$ cat config.mk
export PLATFORM = sky130hd
export DESIGN_NAME = rv32_ex_top
export DESIGN_NICKNAME = d
export VERILOG_FILES = /design/src/rtl/rv32_ex_pkg.sv /design/src/rtl/ex_decode.sv /design/src/rtl/ex_alu.sv /design/src/rtl/ex_result.sv /design/src/rtl/rv32_ex_top.sv
export SDC_FILE = /design/constraint.sdc
export NUM_CORES = 1
export LEC_CHECK = 0
export ABC_AREA = 1
export BUFFER_PORTS_ARGS = -buffer_cell sky130_fd_sc_hd__buf_2
export CAP_MARGIN = 20
export CELL_PAD_IN_SITES_DETAIL_PLACEMENT = 1
export CELL_PAD_IN_SITES_GLOBAL_PLACEMENT = 1
export CORE_MARGIN = 2
export CORE_UTILIZATION = 46
export CTS_CLUSTER_DIAMETER = 200
export DETAILED_ROUTE_END_ITERATION = 8
export PLACE_DENSITY = 0.88
export SLEW_MARGIN = 40
export SYNTH_ARGS = -nofsm -noshare
export SYNTH_HDL_FRONTEND = slang
export SYNTH_SLANG_ARGS = --single-unit
$ cat constraint.sdc
create_clock -name i_clk -period 6.32 [get_ports i_clk]
set_input_delay 0.632 -clock i_clk [delete_from_list [all_inputs] [get_ports i_clk]]
set_output_delay 0.632 -clock i_clk [all_outputs]
set_load 0.02 [all_outputs]
$ cat src/rtl/rv32_ex_pkg.sv
// RV32I execute stage package
// Shared widths, major opcode encodings, ALU operation codes
// and the wrong-path squash state
`default_nettype none

package rv32_ex_pkg;

  localparam int XLEN   = 32;  // Data and address width
  localparam int REG_AW = 5;   // Register index width

  // Major opcodes, instr[6:0]
  typedef enum logic [6:0] {
    LUI    = 7'b0110111,
    AUIPC  = 7'b0010111,
    JAL    = 7'b1101111,
    JALR   = 7'b1100111,
    BRANCH = 7'b1100011,
    LOAD   = 7'b0000011,
    STORE  = 7'b0100011,
    OP_IMM = 7'b0010011,
    OP     = 7'b0110011
  } opcode_t;

  // ALU operations
  typedef enum logic [4:0] {
    ADD      = 5'd0,   // Also load/store address
    SUB      = 5'd1,
    SLL      = 5'd2,
    SLT      = 5'd3,
    SLTU     = 5'd4,
    XOR      = 5'd5,
    SRL      = 5'd6,
    SRA      = 5'd7,
    OR       = 5'd8,
    AND      = 5'd9,
    PASS_IMM = 5'd10,  // LUI
    PC_IMM   = 5'd11,  // AUIPC
    LINK     = 5'd12,  // JAL, pc+4 and pc+imm target
    JALR_TGT = 5'd13,  // JALR, pc+4 and (a+imm)&~1 target
    BEQ      = 5'd14,
    BNE      = 5'd15,
    BLT      = 5'd16,
    BGE      = 5'd17,
    BLTU     = 5'd18,
    BGEU     = 5'd19
  } alu_op_t;

  // Wrong-path squash state after a redirect
  typedef enum logic {
    SQ_RUN  = 1'b0,  // Normal flow
    SQ_WAIT = 1'b1   // Dropping until pc hits target
  } sq_state_t;

endpackage

`default_nettype wire

$ cat src/rtl/ex_decode.sv
// Execute stage decoder
// Turns the raw RV32I word into an ALU operation, a sign-extended
// immediate and the write/memory/control flags, all registered.
// Unknown opcodes and branch funct3 codes give an invalid slot.
`timescale 1ns/100ps
`default_nettype none

module ex_decode
(
  input  wire                               i_clk,
  input  wire                               i_arst_n,
  input  wire                               i_valid,
  input  wire  [rv32_ex_pkg::XLEN-1:0]      i_instr,
  input  wire  [rv32_ex_pkg::XLEN-1:0]      i_pc,
  input  wire  [rv32_ex_pkg::XLEN-1:0]      i_rs1_val,
  input  wire  [rv32_ex_pkg::XLEN-1:0]      i_rs2_val,
  output logic                              o_valid,
  output rv32_ex_pkg::alu_op_t              o_op,
  output logic [rv32_ex_pkg::XLEN-1:0]      o_pc,
  output logic [rv32_ex_pkg::XLEN-1:0]      o_a,
  output logic [rv32_ex_pkg::XLEN-1:0]      o_b,
  output logic [rv32_ex_pkg::XLEN-1:0]      o_imm,
  output logic                              o_use_imm,
  output logic [rv32_ex_pkg::REG_AW-1:0]    o_rd,
  output logic                              o_reg_write,
  output logic                              o_mem_read,
  output logic                              o_mem_write,
  output logic                              o_is_ctrl
);

  import rv32_ex_pkg::*;

  opcode_t            opcode;
  logic [2:0]         funct3;
  logic [REG_AW-1:0]  rd;
  logic [XLEN-1:0]    imm_i;
  logic [XLEN-1:0]    imm_s;
  logic [XLEN-1:0]    imm_b;
  logic [XLEN-1:0]    imm_u;
  logic [XLEN-1:0]    imm_j;
  logic [XLEN-1:0]    imm_sh;
  logic               known;    // Legal opcode/funct3
  alu_op_t            op;
  logic [XLEN-1:0]    imm;
  logic               use_imm;
  logic               reg_wr;
  logic               mem_rd;
  logic               mem_wr;
  logic               is_ctrl;
  logic               slot_ok;  // Valid and decodable

  assign opcode = opcode_t'(i_instr[6:0]);
  assign funct3 = i_instr[14:12];
  assign rd     = i_instr[11:7];

  assign imm_i  = {{20{i_instr[31]}}, i_instr[31:20]};
  assign imm_s  = {{20{i_instr[31]}}, i_instr[31:25], i_instr[11:7]};
  assign imm_b  = {{19{i_instr[31]}}, i_instr[31], i_instr[7], i_instr[30:25],
                   i_instr[11:8], 1'b0};                        // Byte offset
  assign imm_u  = {i_instr[31:12], 12'b0};
  assign imm_j  = {{11{i_instr[31]}}, i_instr[31], i_instr[19:12], i_instr[20],
                   i_instr[30:21], 1'b0};                       // Byte offset
  assign imm_sh = {{(XLEN-5){1'b0}}, i_instr[24:20]};           // 5-bit shamt

  always_comb
  begin
    known   = 1'b1;
    op      = ADD;
    imm     = imm_i;
    use_imm = 1'b0;
    reg_wr  = 1'b0;
    mem_rd  = 1'b0;
    mem_wr  = 1'b0;
    is_ctrl = 1'b0;
    case (opcode)
      LUI:
      begin
        op     = PASS_IMM;
        imm    = imm_u;
        reg_wr = 1'b1;
      end
      AUIPC:
      begin
        op     = PC_IMM;
        imm    = imm_u;
        reg_wr = 1'b1;
      end
      JAL:
      begin
        op      = LINK;
        imm     = imm_j;
        reg_wr  = 1'b1;
        is_ctrl = 1'b1;
      end
      JALR:
      begin
        op      = JALR_TGT;
        use_imm = 1'b1;                                         // Target from a+imm
        reg_wr  = 1'b1;
        is_ctrl = 1'b1;
      end
      BRANCH:
      begin
        imm     = imm_b;
        is_ctrl = 1'b1;                                         // Compares a with b
        case (funct3)
          3'd0:    op = BEQ;
          3'd1:    op = BNE;
          3'd4:    op = BLT;
          3'd5:    op = BGE;
          3'd6:    op = BLTU;
          3'd7:    op = BGEU;
          default: known = 1'b0;                                // funct3 2/3 reserved
        endcase
      end
      LOAD:
      begin
        use_imm = 1'b1;                                         // Address a+imm
        reg_wr  = 1'b1;
        mem_rd  = 1'b1;
      end
      STORE:
      begin
        imm     = imm_s;
        use_imm = 1'b1;
        mem_wr  = 1'b1;
      end
      OP_IMM, OP:
      begin
        use_imm = (opcode == OP_IMM);
        reg_wr  = 1'b1;
        case (funct3)
          3'd0:    op = (opcode == OP && i_instr[30]) ? SUB : ADD;  // No SUBI
          3'd1:    op = SLL;
          3'd2:    op = SLT;
          3'd3:    op = SLTU;
          3'd4:    op = XOR;
          3'd5:    op = i_instr[30] ? SRA : SRL;
          3'd6:    op = OR;
          default: op = AND;
        endcase
        if (opcode == OP_IMM && (funct3 == 3'd1 || funct3 == 3'd5))
          imm = imm_sh;                                         // Drop funct7 bits
      end
      default: known = 1'b0;
    endcase
  end

  assign slot_ok = i_valid & known;

  // Control flags
  always_ff @(posedge i_clk or negedge i_arst_n)
  begin
    if (!i_arst_n)
    begin
      o_valid     <= 1'b0;
      o_reg_write <= 1'b0;
      o_mem_read  <= 1'b0;
      o_mem_write <= 1'b0;
      o_is_ctrl   <= 1'b0;
    end
    else
    begin
      o_valid     <= slot_ok;
      o_reg_write <= slot_ok & reg_wr & (rd != '0);             // x0 never written
      o_mem_read  <= slot_ok & mem_rd;
      o_mem_write <= slot_ok & mem_wr;
      o_is_ctrl   <= slot_ok & is_ctrl;
    end
  end

  // Payload, held when no input
  always_ff @(posedge i_clk)
  begin
    if (i_valid)
    begin
      o_op      <= op;
      o_pc      <= i_pc;
      o_a       <= i_rs1_val;
      o_b       <= i_rs2_val;
      o_imm     <= imm;
      o_use_imm <= use_imm;
      o_rd      <= rd;
    end
  end

endmodule

`default_nettype wire

$ cat src/rtl/ex_alu.sv
// Execute stage ALU
// Combinational arithmetic/logic unit, branch comparator and
// jump/branch target adder for RV32I
`timescale 1ns/100ps
`default_nettype none

module ex_alu
(
  input  rv32_ex_pkg::alu_op_t              i_op,
  input  wire  [rv32_ex_pkg::XLEN-1:0]      i_pc,
  input  wire  [rv32_ex_pkg::XLEN-1:0]      i_a,
  input  wire  [rv32_ex_pkg::XLEN-1:0]      i_b,
  input  wire  [rv32_ex_pkg::XLEN-1:0]      i_imm,
  input  wire                               i_use_imm,
  output logic [rv32_ex_pkg::XLEN-1:0]      o_result,
  output logic                              o_taken,
  output logic [rv32_ex_pkg::XLEN-1:0]      o_target
);

  import rv32_ex_pkg::*;

  logic [XLEN-1:0] opb;       // Second operand
  logic [4:0]      shamt;
  logic [XLEN-1:0] sum;       // a + opb
  logic [XLEN-1:0] pc_imm;
  logic [XLEN-1:0] pc_plus4;
  logic            lt_op;     // Signed a < opb
  logic            ltu_op;    // Unsigned a < opb
  logic            br_eq;
  logic            br_lt;
  logic            br_ltu;

  assign opb      = i_use_imm ? i_imm : i_b;
  assign shamt    = opb[4:0];
  assign sum      = i_a + opb;
  assign pc_imm   = i_pc + i_imm;
  assign pc_plus4 = i_pc + XLEN'(4);

  assign lt_op    = $signed(i_a) < $signed(opb);
  assign ltu_op   = i_a < opb;

  // Branches always compare the two registers
  assign br_eq    = i_a == i_b;
  assign br_lt    = $signed(i_a) < $signed(i_b);
  assign br_ltu   = i_a < i_b;

  always_comb
  begin
    o_result = sum;
    o_taken  = 1'b0;
    o_target = pc_imm;                                      // Branch and JAL target
    case (i_op)
      ADD:      o_result = sum;                             // Also load/store address
      SUB:      o_result = i_a - opb;
      SLL:      o_result = i_a << shamt;
      SLT:      o_result = {{(XLEN-1){1'b0}}, lt_op};
      SLTU:     o_result = {{(XLEN-1){1'b0}}, ltu_op};
      XOR:      o_result = i_a ^ opb;
      SRL:      o_result = i_a >> shamt;
      SRA:      o_result = $unsigned($signed(i_a) >>> shamt);  // Sign fills
      OR:       o_result = i_a | opb;
      AND:      o_result = i_a & opb;
      PASS_IMM: o_result = i_imm;
      PC_IMM:   o_result = pc_imm;
      LINK:
      begin
        o_result = pc_plus4;                                // Return address
        o_taken  = 1'b1;
      end
      JALR_TGT:
      begin
        o_result = pc_plus4;
        o_taken  = 1'b1;
        o_target = {sum[XLEN-1:1], 1'b0};                   // Clear bit 0
      end
      BEQ:
      begin
        o_result = pc_imm;
        o_taken  = br_eq;
      end
      BNE:
      begin
        o_result = pc_imm;
        o_taken  = !br_eq;
      end
      BLT:
      begin
        o_result = pc_imm;
        o_taken  = br_lt;
      end
      BGE:
      begin
        o_result = pc_imm;
        o_taken  = !br_lt;
      end
      BLTU:
      begin
        o_result = pc_imm;
        o_taken  = br_ltu;
      end
      BGEU:
      begin
        o_result = pc_imm;
        o_taken  = !br_ltu;
      end
      default:  o_result = sum;
    endcase
  end

endmodule

`default_nettype wire

$ cat src/rtl/ex_result.sv
// EX/MEM result stage
// Registers the execute result record, raises a one-cycle redirect
// for taken control transfers and squashes wrong-path slots until
// the redirect target pc shows up
`timescale 1ns/100ps
`default_nettype none

module ex_result
(
  input  wire                               i_clk,
  input  wire                               i_arst_n,
  input  wire                               i_valid,
  input  wire  [rv32_ex_pkg::XLEN-1:0]      i_pc,
  input  wire  [rv32_ex_pkg::XLEN-1:0]      i_result,
  input  wire  [rv32_ex_pkg::XLEN-1:0]      i_store_data,
  input  wire  [rv32_ex_pkg::REG_AW-1:0]    i_rd,
  input  wire                               i_reg_write,
  input  wire                               i_mem_read,
  input  wire                               i_mem_write,
  input  wire                               i_is_ctrl,
  input  wire                               i_taken,
  input  wire  [rv32_ex_pkg::XLEN-1:0]      i_target,
  output logic                              o_valid,
  output logic [rv32_ex_pkg::XLEN-1:0]      o_pc,
  output logic [rv32_ex_pkg::XLEN-1:0]      o_result,
  output logic [rv32_ex_pkg::XLEN-1:0]      o_store_data,
  output logic [rv32_ex_pkg::REG_AW-1:0]    o_rd,
  output logic                              o_reg_write,
  output logic                              o_mem_read,
  output logic                              o_mem_write,
  output logic                              o_redirect,
  output logic [rv32_ex_pkg::XLEN-1:0]      o_redirect_pc
);

  import rv32_ex_pkg::*;

  sq_state_t       sq_state;
  logic [XLEN-1:0] sq_target;     // Pc we are waiting for
  logic            squash;        // Wrong-path slot
  logic            keep;          // Slot goes out
  logic            redirect_now;

  assign squash       = (sq_state == SQ_WAIT) && (i_pc != sq_target);
  assign keep         = i_valid && !squash;
  assign redirect_now = keep && i_is_ctrl && i_taken;

  // Target register doubles as redirect pc, loaded on the same edge
  assign o_redirect_pc = sq_target;

  // Squash FSM
  always_ff @(posedge i_clk or negedge i_arst_n)
  begin
    if (!i_arst_n)
      sq_state <= SQ_RUN;
    else if (redirect_now)
      sq_state <= SQ_WAIT;            // Includes a taken jump at the target
    else if (keep)
      sq_state <= SQ_RUN;             // Target reached, or already running
  end

  always_ff @(posedge i_clk)
  begin
    if (redirect_now)
      sq_target <= i_target;
  end

  // Record flags and redirect strobe
  always_ff @(posedge i_clk or negedge i_arst_n)
  begin
    if (!i_arst_n)
    begin
      o_valid     <= 1'b0;
      o_reg_write <= 1'b0;
      o_mem_read  <= 1'b0;
      o_mem_write <= 1'b0;
      o_redirect  <= 1'b0;
    end
    else
    begin
      o_valid     <= keep;
      o_reg_write <= keep & i_reg_write;
      o_mem_read  <= keep & i_mem_read;
      o_mem_write <= keep & i_mem_write;
      o_redirect  <= redirect_now;    // One cycle, with its own o_valid
    end
  end

  // Record payload
  always_ff @(posedge i_clk)
  begin
    o_pc         <= i_pc;
    o_result     <= i_result;
    o_store_data <= i_store_data;
    o_rd         <= i_rd;
  end

endmodule

`default_nettype wire

$ cat src/rtl/rv32_ex_top.sv
// RV32I execute stage top
// Decode register, combinational ALU and EX/MEM result register.
// Two-cycle latency from input strobe to o_valid.
`timescale 1ns/100ps
`default_nettype none

module rv32_ex_top
(
  input  wire                               i_clk,
  input  wire                               i_arst_n,
  input  wire                               i_valid,
  input  wire  [rv32_ex_pkg::XLEN-1:0]      i_instr,
  input  wire  [rv32_ex_pkg::XLEN-1:0]      i_pc,
  input  wire  [rv32_ex_pkg::XLEN-1:0]      i_rs1_val,
  input  wire  [rv32_ex_pkg::XLEN-1:0]      i_rs2_val,
  output wire                               o_valid,
  output wire  [rv32_ex_pkg::XLEN-1:0]      o_pc,
  output wire  [rv32_ex_pkg::XLEN-1:0]      o_result,
  output wire  [rv32_ex_pkg::XLEN-1:0]      o_store_data,
  output wire  [rv32_ex_pkg::REG_AW-1:0]    o_rd,
  output wire                               o_reg_write,
  output wire                               o_mem_read,
  output wire                               o_mem_write,
  output wire                               o_redirect,
  output wire  [rv32_ex_pkg::XLEN-1:0]      o_redirect_pc
);

  import rv32_ex_pkg::*;

  // Decode stage registers
  wire                d_valid;
  alu_op_t            d_op;
  wire   [XLEN-1:0]   d_pc;
  wire   [XLEN-1:0]   d_a;
  wire   [XLEN-1:0]   d_b;            // Also store data
  wire   [XLEN-1:0]   d_imm;
  wire                d_use_imm;
  wire   [REG_AW-1:0] d_rd;
  wire                d_reg_write;
  wire                d_mem_read;
  wire                d_mem_write;
  wire                d_is_ctrl;

  // ALU outputs
  wire   [XLEN-1:0]   a_result;
  wire                a_taken;
  wire   [XLEN-1:0]   a_target;

  ex_decode u_decode
  (
    .i_clk       (i_clk),
    .i_arst_n    (i_arst_n),
    .i_valid     (i_valid),
    .i_instr     (i_instr),
    .i_pc        (i_pc),
    .i_rs1_val   (i_rs1_val),
    .i_rs2_val   (i_rs2_val),
    .o_valid     (d_valid),
    .o_op        (d_op),
    .o_pc        (d_pc),
    .o_a         (d_a),
    .o_b         (d_b),
    .o_imm       (d_imm),
    .o_use_imm   (d_use_imm),
    .o_rd        (d_rd),
    .o_reg_write (d_reg_write),
    .o_mem_read  (d_mem_read),
    .o_mem_write (d_mem_write),
    .o_is_ctrl   (d_is_ctrl)
  );

  ex_alu u_alu
  (
    .i_op        (d_op),
    .i_pc        (d_pc),
    .i_a         (d_a),
    .i_b         (d_b),
    .i_imm       (d_imm),
    .i_use_imm   (d_use_imm),
    .o_result    (a_result),
    .o_taken     (a_taken),
    .o_target    (a_target)
  );

  ex_result u_result
  (
    .i_clk         (i_clk),
    .i_arst_n      (i_arst_n),
    .i_valid       (d_valid),
    .i_pc          (d_pc),
    .i_result      (a_result),
    .i_store_data  (d_b),
    .i_rd          (d_rd),
    .i_reg_write   (d_reg_write),
    .i_mem_read    (d_mem_read),
    .i_mem_write   (d_mem_write),
    .i_is_ctrl     (d_is_ctrl),
    .i_taken       (a_taken),
    .i_target      (a_target),
    .o_valid       (o_valid),
    .o_pc          (o_pc),
    .o_result      (o_result),
    .o_store_data  (o_store_data),
    .o_rd          (o_rd),
    .o_reg_write   (o_reg_write),
    .o_mem_read    (o_mem_read),
    .o_mem_write   (o_mem_write),
    .o_redirect    (o_redirect),
    .o_redirect_pc (o_redirect_pc)
  );

endmodule

`default_nettype wire

=== Word-level counts from Yosys, hierarchy flattened ===
Index checks and enable logic that the tools add are counted.

* Memories: 0
* ROM bits: 0
* Word-level logic and storage cells: 127
* Output and inout bits: 138
* RAM bits: 0
* Input bits: 131
* Latch bits: 0
* Register bits after elaboration: 283

* Eq/ne operators: 37
* $add $sub $neg: 4
* Mux-type cells: 20
* Order comparisons: 4
* Shift-type cells: 3
* Reduce and logical (&&, ||, !) cells: 23
* Bitwise logic cells: 12
* Divide/modulo/power cells: 0
* Multipliers: 0

{| class="wikitable"
|+ Operators with widths
! operator !! number
|-
| $pmux 32 s12 || 1
|-
| $pmux 32 s5 || 1
|-
| $lt 32x32->1 || 4
|-
| $mux 32 || 3
|-
| $add 32x32->32 || 2
|-
| $pmux 5 s6 || 2
|-
| $eq 5x4->1 const B || 8
|-
| $pmux 5 s7 || 1
|-
| $add 32x3->32 const B || 1
|-
| $and 32x32->32 || 1
|-
| $eq 32x32->1 || 1
|-
| $ne 32x32->1 || 1
|-
| $or 32x32->32 || 1
|-
| $shl 32x5->32 || 1
|-
| $shr 32x5->32 || 1
|-
| $sshr 32x5->32 || 1
|-
| $sub 32x32->32 || 1
|-
| $xor 32x32->32 || 1
|-
| $eq 7x6->1 const B || 3
|-
| $eq 7x7->1 const B || 3
|-
| $eq 5x3->1 const B || 4
|-
| $eq 5x5->1 const B || 4
|-
| $eq 7x5->1 const B || 2
|-
| $reduce_or 7->1 || 2
|-
| 20 further kinds || 53
|}

=== Longest topological paths before layout ===
Gate-level depths: netlist of the first run.

* Depth after elaboration: 7
* Depth in mapped cells: 23
* Gate-level depth less buffers: 21

=== Hierarchy ===
A second synthesis of the first run with hierarchy kept.

* Cells, all modules: 3789
* Area, all modules: 24548.5 sq um

{| class="wikitable"
|+ By module, submodules not included
! module !! area each (sq um) !! seq. area each (sq um) !! cells an instance !! instances
|-
| ex_alu || 15596.2 || 0.0 || 3199 || 1
|-
| ex_decode || 5265.0 || 4299.1 || 336 || 1
|-
| ex_result || 3687.3 || 3133.0 || 254 || 1
|}

=== Least setup slack after synthesis of the first run ===
No wires, ideal clock.

* Path type: register to register
* From: register u_decode.o_use_imm
* To: register u_result.sq_target[29] (netlist: u_result.o_redirect_pc[29]), data pin
* Required time: 6051 ps
* Setup time: 269 ps
* Arrival: 2795 ps
* Stages on the path, launching flop included: 18
* Setup slack: 3256 ps
* Clock period less this slack: 3064 ps
* Path buffers: 3
* Cells stage by stage: edfxtp_1 buf_4 o21ai_2 inv_2 buf_2 buf_2 ha_1 inv_1 nand2_1 nand2_1 o21ai_0 nand3_1 nand2_1 nand3_1 nand2_1 nand2_1 nand3_1 o21ai_0

* Cells in the longest elaborated chain, start to end: 3

{| class="wikitable"
|+ RTL lines
! element !! RTL line !! text
|-
| from (decl) || ex_decode.sv:23 || <nowiki>output logic o_use_imm,</nowiki>
|-
| from (signal assigned) || ex_decode.sv:182 || <nowiki>o_use_imm <= use_imm;</nowiki>
|-
| $mux 32 || ex_alu.sv:33 || <nowiki>assign opb = i_use_imm ? i_imm : i_b;</nowiki>
|-
| $add 32x32->32 || ex_alu.sv:35 || <nowiki>assign sum = i_a + opb;</nowiki>
|-
| $mux 32 || ex_alu.sv:52 || <nowiki>case (i_op)</nowiki>
|-
| via a_target[29] || rv32_ex_top.sv:47 || <nowiki>wire [XLEN-1:0] a_target;</nowiki>
|-
| to (signal assigned) || ex_result.sv:64 || <nowiki>sq_target <= i_target;</nowiki>
|-
| to (decl) || ex_result.sv:38 || <nowiki>logic [XLEN-1:0] sq_target;</nowiki>
|}

The timed path passes the listed nets, and every way through them passes these cells.
A chain may end at the register's enable or synchronous reset.

=== Worst setup path in the final report of the first run ===
* From: register u_decode.o_use_imm
* To: register u_result.sq_target[31] (netlist: u_result.o_redirect_pc[31]), data pin

The elaborated chain is that of the path after synthesis.

==> results.md, run 1 <==
Layout:
- For this run, the share of the core covered by cells in the final layout is 52.9%.
- Excluding fillers, the count of instances in the completed layout stands at 4445.
- In the final layout, the multi-input gates occupy 0.0138 sq mm.
- The flip-flop and latch area is 0.00743 sq mm.
- The area overhead of the layout relative to synthesis is 13.5%.
- In the final design database the tool counted 4044 nets.
- The layout cell share with drive strength beyond 1 is 11.1%.
- Counting the fill cells in the layout gives 6824.

Clock tree:
- The clock tree from TritonCTS is yes.
- The root buffer cell is sky130_fd_sc_hd__clkbuf_16.
- The clock buffer count from CTS is 35.
- The source-to-sink clock delay at the later pin of the worst-skew pair is 580 ps.
- The count of hold buffers inserted by post-cts repair is 1.
- Clock-pin slew was measured on the worst setup and hold paths at 70 ps.
- The deepest level of the CTS H-tree is 2.
- The total clock sinks is 283.
- The count of buffers added by post-CTS timing repair for setup is 0.
- After clock tree synthesis, the repair step resized 0 gates.
- The number of buffers on the longest clock path is 3.

Global route:
- The total overflow left after global routing is 0.
- The layer flagged by global routing as most heavily used is met2.
- The via count of the first global-routing pass came to 27000.
- The global-route usage over all layers is 47.9%.
- Global routing consumed, on the met2 layer, 70.8% of the routing resources.
- The first global-routing pass estimated 185 mm of wire.
- The global-route met1 utilization is 63.2%.
- Global routing used 12.2% of the available met3 tracks.
- The largest net degree at the start of global routing is 78.
- The number of antenna violations at the first check in global routing is 6.

Floorplanning:
- For this configuration, the core starts out at a cell density of 46.6%.
- From left edge to right edge, the die measures 229 microns.
- The die covers 0.0526 sq mm.
- The area of the core region is 0.0502 sq mm.
- The vertical extent of the die is 229 microns.
- For this design the top-level I/O count stands at 269.
- In this run the core area contains 82 standard-cell rows.

STA:
- Headroom to the max-slew limit came out at 35.0%.
- The count of final setup violators is 0.
- The worst path uses 70.1% of the clock period.
- On the final layout, the worst clock skew is 25.6 ps.
- Setup repair after global routing left no endpoint under its margin.
- In the final timing run, aggregate negative setup slack is 0 ps.
- The worst path in the final design needs a cycle of 4430 ps, including I/O delays and setup.
- On the final layout, the worst hold slack is 220 ps.
- The fmax is 226 MHz.
- The final-report hold violation count is 0.
- The actual slew at the worst max-slew pin is 965 ps.
- The final count of pins violating max slew came to 0.

Place:
- The cell total after placement is 4378.
- The detailed placer's ending HPWL is 104 mm.
- Port buffering added 268 buffers.
- Routability-driven placement finished with a final weighted congestion of 1.11.

Drt:
- For this block, the routed nets add up to 130 mm of wire.
- The total number of vias is 28100.
- After detailed routing, the number of vias per cell comes to 6.32.
- In the final routed layout, each cell accounts on average for 29.2 microns.
- The first detailed-routing pass took 6 iterations.
- The post-detailed-route count of antenna-violating nets is 0.
- In this run, the number of DRC markers left after iteration 0 of detailed routing was 4141.
- For this run, design rule violations remaining after detail routing come to 0.

Yosys:
- Averaged over all synthesized cells, the footprint is 6.65 sq um.
- Counting instances in the post-synthesis netlist gives the leading cell types as sky130_fd_sc_hd__nand2_1, sky130_fd_sc_hd__nand3_1, sky130_fd_sc_hd__inv_1, sky130_fd_sc_hd__nor2_1, sky130_fd_sc_hd__o21ai_0.
- In the post-synthesis netlist, the biggest area contributors are sky130_fd_sc_hd__edfxtp_1, sky130_fd_sc_hd__nand2_1, sky130_fd_sc_hd__nand3_1, sky130_fd_sc_hd__ha_1, sky130_fd_sc_hd__dfxtp_1.
- The share of synthesized registers carrying an async set or reset is 3.89%.
- sky130_fd_sc_hd__nand2_1 is the most common cell in the netlist.
- After synthesis, the largest area contributor takes up 22.0% of total cell area.
- After synthesis, the netlist uses 50 different library cells.
- The number of nets handed over by synthesis was 3816.
- For this run, the register share of the synthesized area comes to 31.8%.
- The cell type with the highest aggregate area in the netlist is sky130_fd_sc_hd__edfxtp_1.
- After synthesis the cells add up to 0.0234 sq mm.
- During synthesis, Yosys emitted a total of 0 warnings.
- The instance count of the mapped netlist is 3516.
- The leading register cell type out of synthesis is sky130_fd_sc_hd__edfxtp_1.
- Counting flops and latches in the post-synthesis netlist gives 283.
- Counting flops with a built-in enable in the synthesized netlist gives 171.

Worst setup path:
- The number of buffers and inverters on the critical path is 3.
- The cell occurring most often along the worst timing path is sky130_fd_sc_hd__nand2_1.
- The slowest stage of the critical path belongs to the cell sky130_fd_sc_hd__edfxtp_1.
- The data required time at the worst endpoint is 6650 ps.
- The start-to-end type of the worst setup path is register to register.
- The family with the most delay on the worst path is buffers and inverters.
- The element type at the critical path end is a register.
- The largest fanout on the critical path is 38.
- STA classifies the critical path startpoint as a register.
- Traced cell by cell, the critical path runs through buf_4 > nand2_1 > o21ai_4 > buf_4 > buf_4 > ha_1 > nor2_1 > o21ai_0 > nand2_1 > o21ai_1 > nand2_1 > nand2_1 > nand3_1 > nand2_1 > nand2_1 > nand3_1 > nand2_1.
- The arrival time reported for the critical path endpoint is 4760 ps.
- The largest incremental delay on the critical path is 660 ps.

Worst hold path:
- In this run the worst hold path is classified as input port to register.

Outcome:
- The run finished with clean final reports.

Job:
- Max-cap violations in this run came to 0.

Power:
- Across the VDD grid, the largest voltage drop is 0.255 mV.
- The cell area power density is 276 mW/mm^2.
- The cell leakage power is 12.9 nW.
- The total power after layout is 7.33 mW.
area by class of cell:
class | instances | share of cell area, %
multi-input combinational | 2685 | 52.2
sequential | 283 | 28.0
inverter | 443 | 6.27
timing repair buffer | 296 | 5.90
clock buffer | 48 | 3.88
tap | 672 | 3.17
clock inverter | 16 | 0.538
antenna | 2 | 0.0189
power by group:
group          leakage, nW  switching [mW]  internal (mW)  total [mW]
Clock                0.581           0.933           1.20        2.14
Sequential            2.66           0.249           2.17        2.42
Combinational         9.65            2.03          0.743        2.78
logic make-up after synthesis:
| family | share of synthesized area (%) |
|---|---|
| compound gates | 11.3 |
| xor+xnor | 1.76 |
| fa+ha+maj | 9.14 |
| buf+inv | 9.18 |
| flops | 31.8 |
| simple gates | 36.8 |
sequential cells by signal, indices dropped and copies added (netlist names), 5 cells and up:
signal                  flops
u_result.o_store_data      32
u_decode.o_rd               5
u_decode.o_a               32
u_result.o_result          32
u_decode.o_pc              32
u_result.o_pc              32
u_decode.o_imm             32
u_result.o_redirect_pc     32
u_decode.o_b               32
u_result.o_rd               5
u_decode.o_op               5
worst reg2reg max path: cells and delay by family, from the launching register on:
kind	cells	cell delay, ps
buffers and inverters	3	1260
AND/OR/NAND/NOR	10	1240
AO/OA/AOI/OAI	3	720
flip-flops	1	660
adder cells (fa/ha/maj)	1	320
per-stage QoR:
step	cell area, sq um	setup WS, ps
finish	26500	1890
global route	26500	1750
floorplan	23400	3260
detailed placement	25300	2160
global placement	25300	2290
CTS	26500	2130
path summary, 6_finish.rpt:
kind / from / endpoint / slack [ps] / cells past startpoint
max in group asynchronous: i_arst_n / u_result.o_mem_write$_DFF_PN0_ / 5660 / 2
setup / recovery: u_decode.o_use_imm$_DFFE_PP_ / u_result.o_redirect_pc[31]$_DFFE_PP_ / 1890 / 17
min in group asynchronous: i_arst_n / u_decode.o_mem_write$_DFF_PN0_ / 450 / 2
hold reg to reg: u_decode.o_rd[0]$_DFFE_PP_ / u_result.o_rd[0]$_DFF_P_ / 350 / 0
hold / removal: i_rs1_val[28] / u_decode.o_a[28]$_DFFE_PP_ / 220 / 1
setup reg to reg: u_decode.o_use_imm$_DFFE_PP_ / u_result.o_redirect_pc[31]$_DFFE_PP_ / 1890 / 17
metal layers:
metal,share of wire (%),vias to the layer above
met1,38,13500
met2,42,2012
li1,-,12200
met5,0.035,-
met3,13,429
met4,7.1,8
placed cells by master, fill, tap and decap left out, types with 33 or more instances in the layout:
cell	instances
sky130_fd_sc_hd__nand3_1	501
sky130_fd_sc_hd__nor3_1	42
sky130_fd_sc_hd__xor2_1	33
sky130_fd_sc_hd__buf_2	267
sky130_fd_sc_hd__nand2_1	939
sky130_fd_sc_hd__clkbuf_16	39
sky130_fd_sc_hd__o21ai_0	208
sky130_fd_sc_hd__edfxtp_1	171
sky130_fd_sc_hd__or2_2	33
sky130_fd_sc_hd__dfxtp_1	101
sky130_fd_sc_hd__nand4_1	87
sky130_fd_sc_hd__nor2_1	333
sky130_fd_sc_hd__a21oi_1	164
sky130_fd_sc_hd__inv_1	434
sky130_fd_sc_hd__ha_1	166
No activity file was read; power rests on OpenSTA's default activity.
==> run 2, diff against run 1 <==
Settings changed: CORE_UTILIZATION 46 to 43, PLACE_DENSITY 0.88 to 0.83.
Clock period 6.32 ns to 4.1 ns, I/O delays scaled along.
==> results.md, run 2 (synthesis results as in run 1) <==
Worst setup path:
- The element type at the critical path end was a register (unchanged).
- The total stage count of the critical path is 14 (was 17).
- The number of cells on the worst reg-to-reg path is 14 (was 17).
- The family with the most delay on the worst path is simple AND/OR/NAND/NOR gates (was buffers and inverters).
- The arrival time reported for the critical path endpoint came to 3950 ps (was 4760 ps).
- The number of buffers and inverters on the critical path is 3 (unchanged).
- The worst-path cell with the longest stage delay is sky130_fd_sc_hd__nor2_1 (was sky130_fd_sc_hd__edfxtp_1).
- Crit-path cells: ha_1 > nand2_1 > nor2_1 > nand4_1 > nor2_1 > nand3_1 > nand3_1 > a21oi_1 > nand2_1 > inv_1 > nand2_1 > nand2_1 > inv_1 > buf_4 (was buf_4 > nand2_1 > o21ai_4 > buf_4 > buf_4 > ha_1 > nor2_1 > o21ai_0 > nand2_1 > o21ai_1 > nand2_1 > nand2_1 > nand3_1 > nand2_1 > nand2_1 > nand3_1 > nand2_1).
- The largest incremental delay on the critical path is 540 ps (was 660 ps).
- The startpoint of the most critical register-to-register path is u_decode.o_a[6]$_DFFE_PP_ (was u_decode.o_use_imm$_DFFE_PP_).
- The setup slack of the most critical reg-to-reg path came to 370 ps (was 1890 ps).
- The cell occurring most often along the worst timing path is sky130_fd_sc_hd__nand2_1 (unchanged).
- The start-to-end type of the worst setup path is register to register (unchanged).
- The data required time at the worst endpoint was 4330 ps (was 6650 ps).
- The critical path launch point type was a register (unchanged).
- The largest fanout on the critical path is 32 (was 38).
- The critical register-to-register path endpoint is u_result.o_redirect_pc[3]$_DFFE_PP_ (was u_result.o_redirect_pc[31]$_DFFE_PP_).

Clock tree:
- The clock buffer count from CTS is 36 (was 35).
- The root buffer cell is sky130_fd_sc_hd__clkbuf_16 (unchanged).
- The total clock sinks is 283 (unchanged).
- The clock tree from TritonCTS is yes (unchanged).
- The source-to-sink clock delay at the later pin of the worst-skew pair is 590 ps (was 580 ps).
- The deepest level of the CTS H-tree came to 2 (unchanged).
- The number of buffers on the longest clock path is 3 (unchanged).
- The clock-pin transition on the worst setup and hold timing paths is 70 ps (about the same).
- The count of buffers added by post-CTS timing repair for setup is 0 (unchanged).

Global route:
- The global-route wire length before repair is 190 mm (was 185 mm).
- The global-route usage over all layers is 46.5% (was 47.9%).
- The leftover overflow at the end of global routing is 0 (unchanged).
- The number of antenna violations at the first check in global routing is 10 (was 6).
- The largest net degree at the start of global routing is 90 (was 78).
- The via count of the first global-routing pass is 27500 (was 27000).

Layout:
- The area overhead of the layout relative to synthesis came to 16.4% (was 13.5%).
- The number of nets in the finished design was 4109 (was 4044).
- The filler-free cell count of the finished design came to 4539 (was 4445).
- The most common library cell in the layout ignoring fill and taps is sky130_fd_sc_hd__nand2_1 (unchanged).
- The layout cell share with drive strength beyond 1 is 11.5% (was 11.1%).
- The count of filler cells inserted in the layout came to 7193 (was 6824).
- The final standard cell area without fillers was 0.0272 sq mm (was 0.0265 sq mm).
- Commonest cells after routing, fill and taps aside: sky130_fd_sc_hd__nand2_1, sky130_fd_sc_hd__nand3_1, sky130_fd_sc_hd__inv_1 (unchanged).

Power:
- The worst-case vdd ir drop is 0.339 mV (was 0.255 mV).
- The part of the total power dissipated in combinational logic is 38.0% (was 37.9%).
- The cell area power density is 421 mW/mm^2 (was 276 mW/mm^2).
- The switching component of the power was 4.95 mW (was 3.22 mW).
- The relative contribution of sequential cells to total power is 32.1% (was 33.0%).
- The cell-internal power is 6.51 mW (was 4.12 mW).
- The cell leakage power is 13.2 nW (was 12.9 nW).
- The total power after layout is 11.5 mW (was 7.33 mW).
- The share of total power in the clock network is 29.9% (was 29.1%).
- The net switching fraction of the power came to 43.2% (was 43.9%).

Drt:
- The total number of vias was 28100 (about the same).
- The violation count after the first detailed-routing iteration came to 3461 (was 4141).
- The DRC violation count after routing is 0 (unchanged).
- The post-detailed-route count of antenna-violating nets is 0 (unchanged).
- The average vias per placed instance came to 6.19 (was 6.32).
- The wire length reported by the detailed router is 134 mm (was 130 mm).
- The routed length per instance was 29.6 microns (was 29.2 microns).
- The first-pass iteration count of the detailed router is 6 (unchanged).

Worst hold path:
- The startpoint of the tightest hold check path was i_pc[17] (was i_rs1_val[28]).
- The number of cells on the worst hold path is 1 (unchanged).
- The endpoint of the worst hold-timing path is u_decode.o_pc[17]$_DFFE_PP_ (was u_decode.o_a[28]$_DFFE_PP_).
- The path class of the lowest-slack min-delay path is input port to register (unchanged).

STA:
- The actual slew at the worst max-slew pin came to 978 ps (was 965 ps).
- The count of final setup violators is 0 (unchanged).
- The final-report hold violation count was 0 (unchanged).
- The aggregate negative setup slack was 0 ps (unchanged).
- The fmax came to 268 MHz (was 226 MHz).
- The final critical-path share of the clock period is 90.9% (was 70.1%).
- The post-route minimum period is 3730 ps (was 4430 ps).
- The final count of pins violating max slew came to 0 (unchanged).
- Setup repair after global routing missed its margin: no (unchanged).
- The slack of the critical path is 374 ps (was 1890 ps).
- The worst slew slack as a fraction of its limit came to 34.8% (was 35.0%).
- The final clock skew is 41.8 ps (was 25.6 ps).

Floorplanning:
- The number of rows in the core area is 85 (was 82).
- The area of the core region came to 0.0538 sq mm (was 0.0502 sq mm).
- The number of top-level design ports is 269 (unchanged).
- The width of the die is 237 microns (was 229 microns).
- The vertical extent of the die is 237 microns (was 229 microns).
- The starting utilization of the core area is 43.4% (was 46.6%).
- The overall die area was 0.0562 sq mm (was 0.0526 sq mm).

Outcome:
- Status: finished clean (unchanged).

Place:
- The standard cell area after detailed placement is 0.0256 sq mm (was 0.0253 sq mm).
- The detailed placer's ending HPWL is 108 mm (was 104 mm).
- The cell total after placement is 4434 (was 4378).
- The count of port buffers added during placement is 268 (unchanged).
- The post-place setup slack was 573 ps (was 2160 ps).
- The weighted congestion reported at the end of routability-driven placement came to 1.07 (was 1.11).

Job:
- The number of max-cap violations is 0 (unchanged).
-- run 2: cell count changes in the layout (fill, tap and decap cells not counted), sizes merged --
| cell | change |
|---|---|
| clkbuf | -1 |
| clkinvlp | +1 |
| bufinv | +3 |
| inv | -6 |
| diode | +4 |
| buf | +32 |
| dlygate4sd3 | +32 |
| clkinv | +5 |
-- run 2: per-layer routing --
layer / wire [microns] / global-route usage (%) / vias up
li1: - / - / 12300
met1: 54100 / 61.2 / 13500
met2: 57400 / 70.7 / 1864
met3: 13700 / 9.65 / 426
met4: 9120 / 27.0 / 8
met5: 52 / 0 / -
-- run 2: worst max path at each step --
stage                                  from                                   end  slack [ps]
2_1_floorplan  u_decode.o_use_imm$_DFFE_PP_  u_result.o_redirect_pc[29]$_DFFE_PP_        1040
3_3_place_gp   u_decode.o_use_imm$_DFFE_PP_  u_result.o_redirect_pc[17]$_DFFE_PP_         640
3_5_place_dp   u_decode.o_use_imm$_DFFE_PP_  u_result.o_redirect_pc[22]$_DFFE_PP_         570
4_1_cts           u_decode.o_a[6]$_DFFE_PP_  u_result.o_redirect_pc[11]$_DFFE_PP_         520
5_1_grt           u_decode.o_a[7]$_DFFE_PP_   u_result.o_redirect_pc[3]$_DFFE_PP_         290
6_report          u_decode.o_a[6]$_DFFE_PP_   u_result.o_redirect_pc[3]$_DFFE_PP_         370
-- run 2: repair_timing --
action | CTS | global route
gates resized for setup | 0 | 0
hold buffers | 32 | 1
endpoints found under the hold margin | 42 | 1
-- run 2: per-stage QoR --
stage	hold slack [ps]	util, %
after global routing	0.702	50.5
after CTS	0.201	50.5
after global placement	283	47.6
after floorplan	114	-
after detailed placement	299	47.6
final	7.49	50.6
-- run 2: power groups by stage --
stage | logic (mW) | clock network (mW) | registers [mW]
detailed placement | 4.10 | 0 | 3.72
global route | 4.62 | 3.52 | 3.68
CTS | 4.17 | 3.41 | 3.66
floorplan | 2.37 | 0 | 3.73
finish | 4.35 | 3.43 | 3.68
global placement | 4.02 | 0 | 3.71
-- run 2: final cells by class --
cell class              count  area [sq um]  share of cell area, %
flip-flops and latches    283          7430                   27.3
clock inverters            19           255                  0.938
diodes                      6          15.0                 0.0552
well taps                 696           871                   3.20
clock buffers              47           973                   3.58
repair buffers            360          2160                   7.93
inverters                 443          1660                   6.11
multi-input cells        2685         13800                   50.9
-- run 2: worst reg2reg max path: stages (launching register included) --
cell                       delay, ps
sky130_fd_sc_hd__edfxtp_1        500
sky130_fd_sc_hd__ha_1            350
sky130_fd_sc_hd__nand2_1          90
sky130_fd_sc_hd__nor2_1          230
sky130_fd_sc_hd__nand4_1         220
sky130_fd_sc_hd__nor2_1          540
sky130_fd_sc_hd__nand3_1         150
sky130_fd_sc_hd__nand3_1         120
sky130_fd_sc_hd__a21oi_1          50
sky130_fd_sc_hd__nand2_1         100
sky130_fd_sc_hd__inv_1            60
sky130_fd_sc_hd__nand2_1         250
sky130_fd_sc_hd__nand2_1         120
sky130_fd_sc_hd__inv_1            90
sky130_fd_sc_hd__buf_4           470
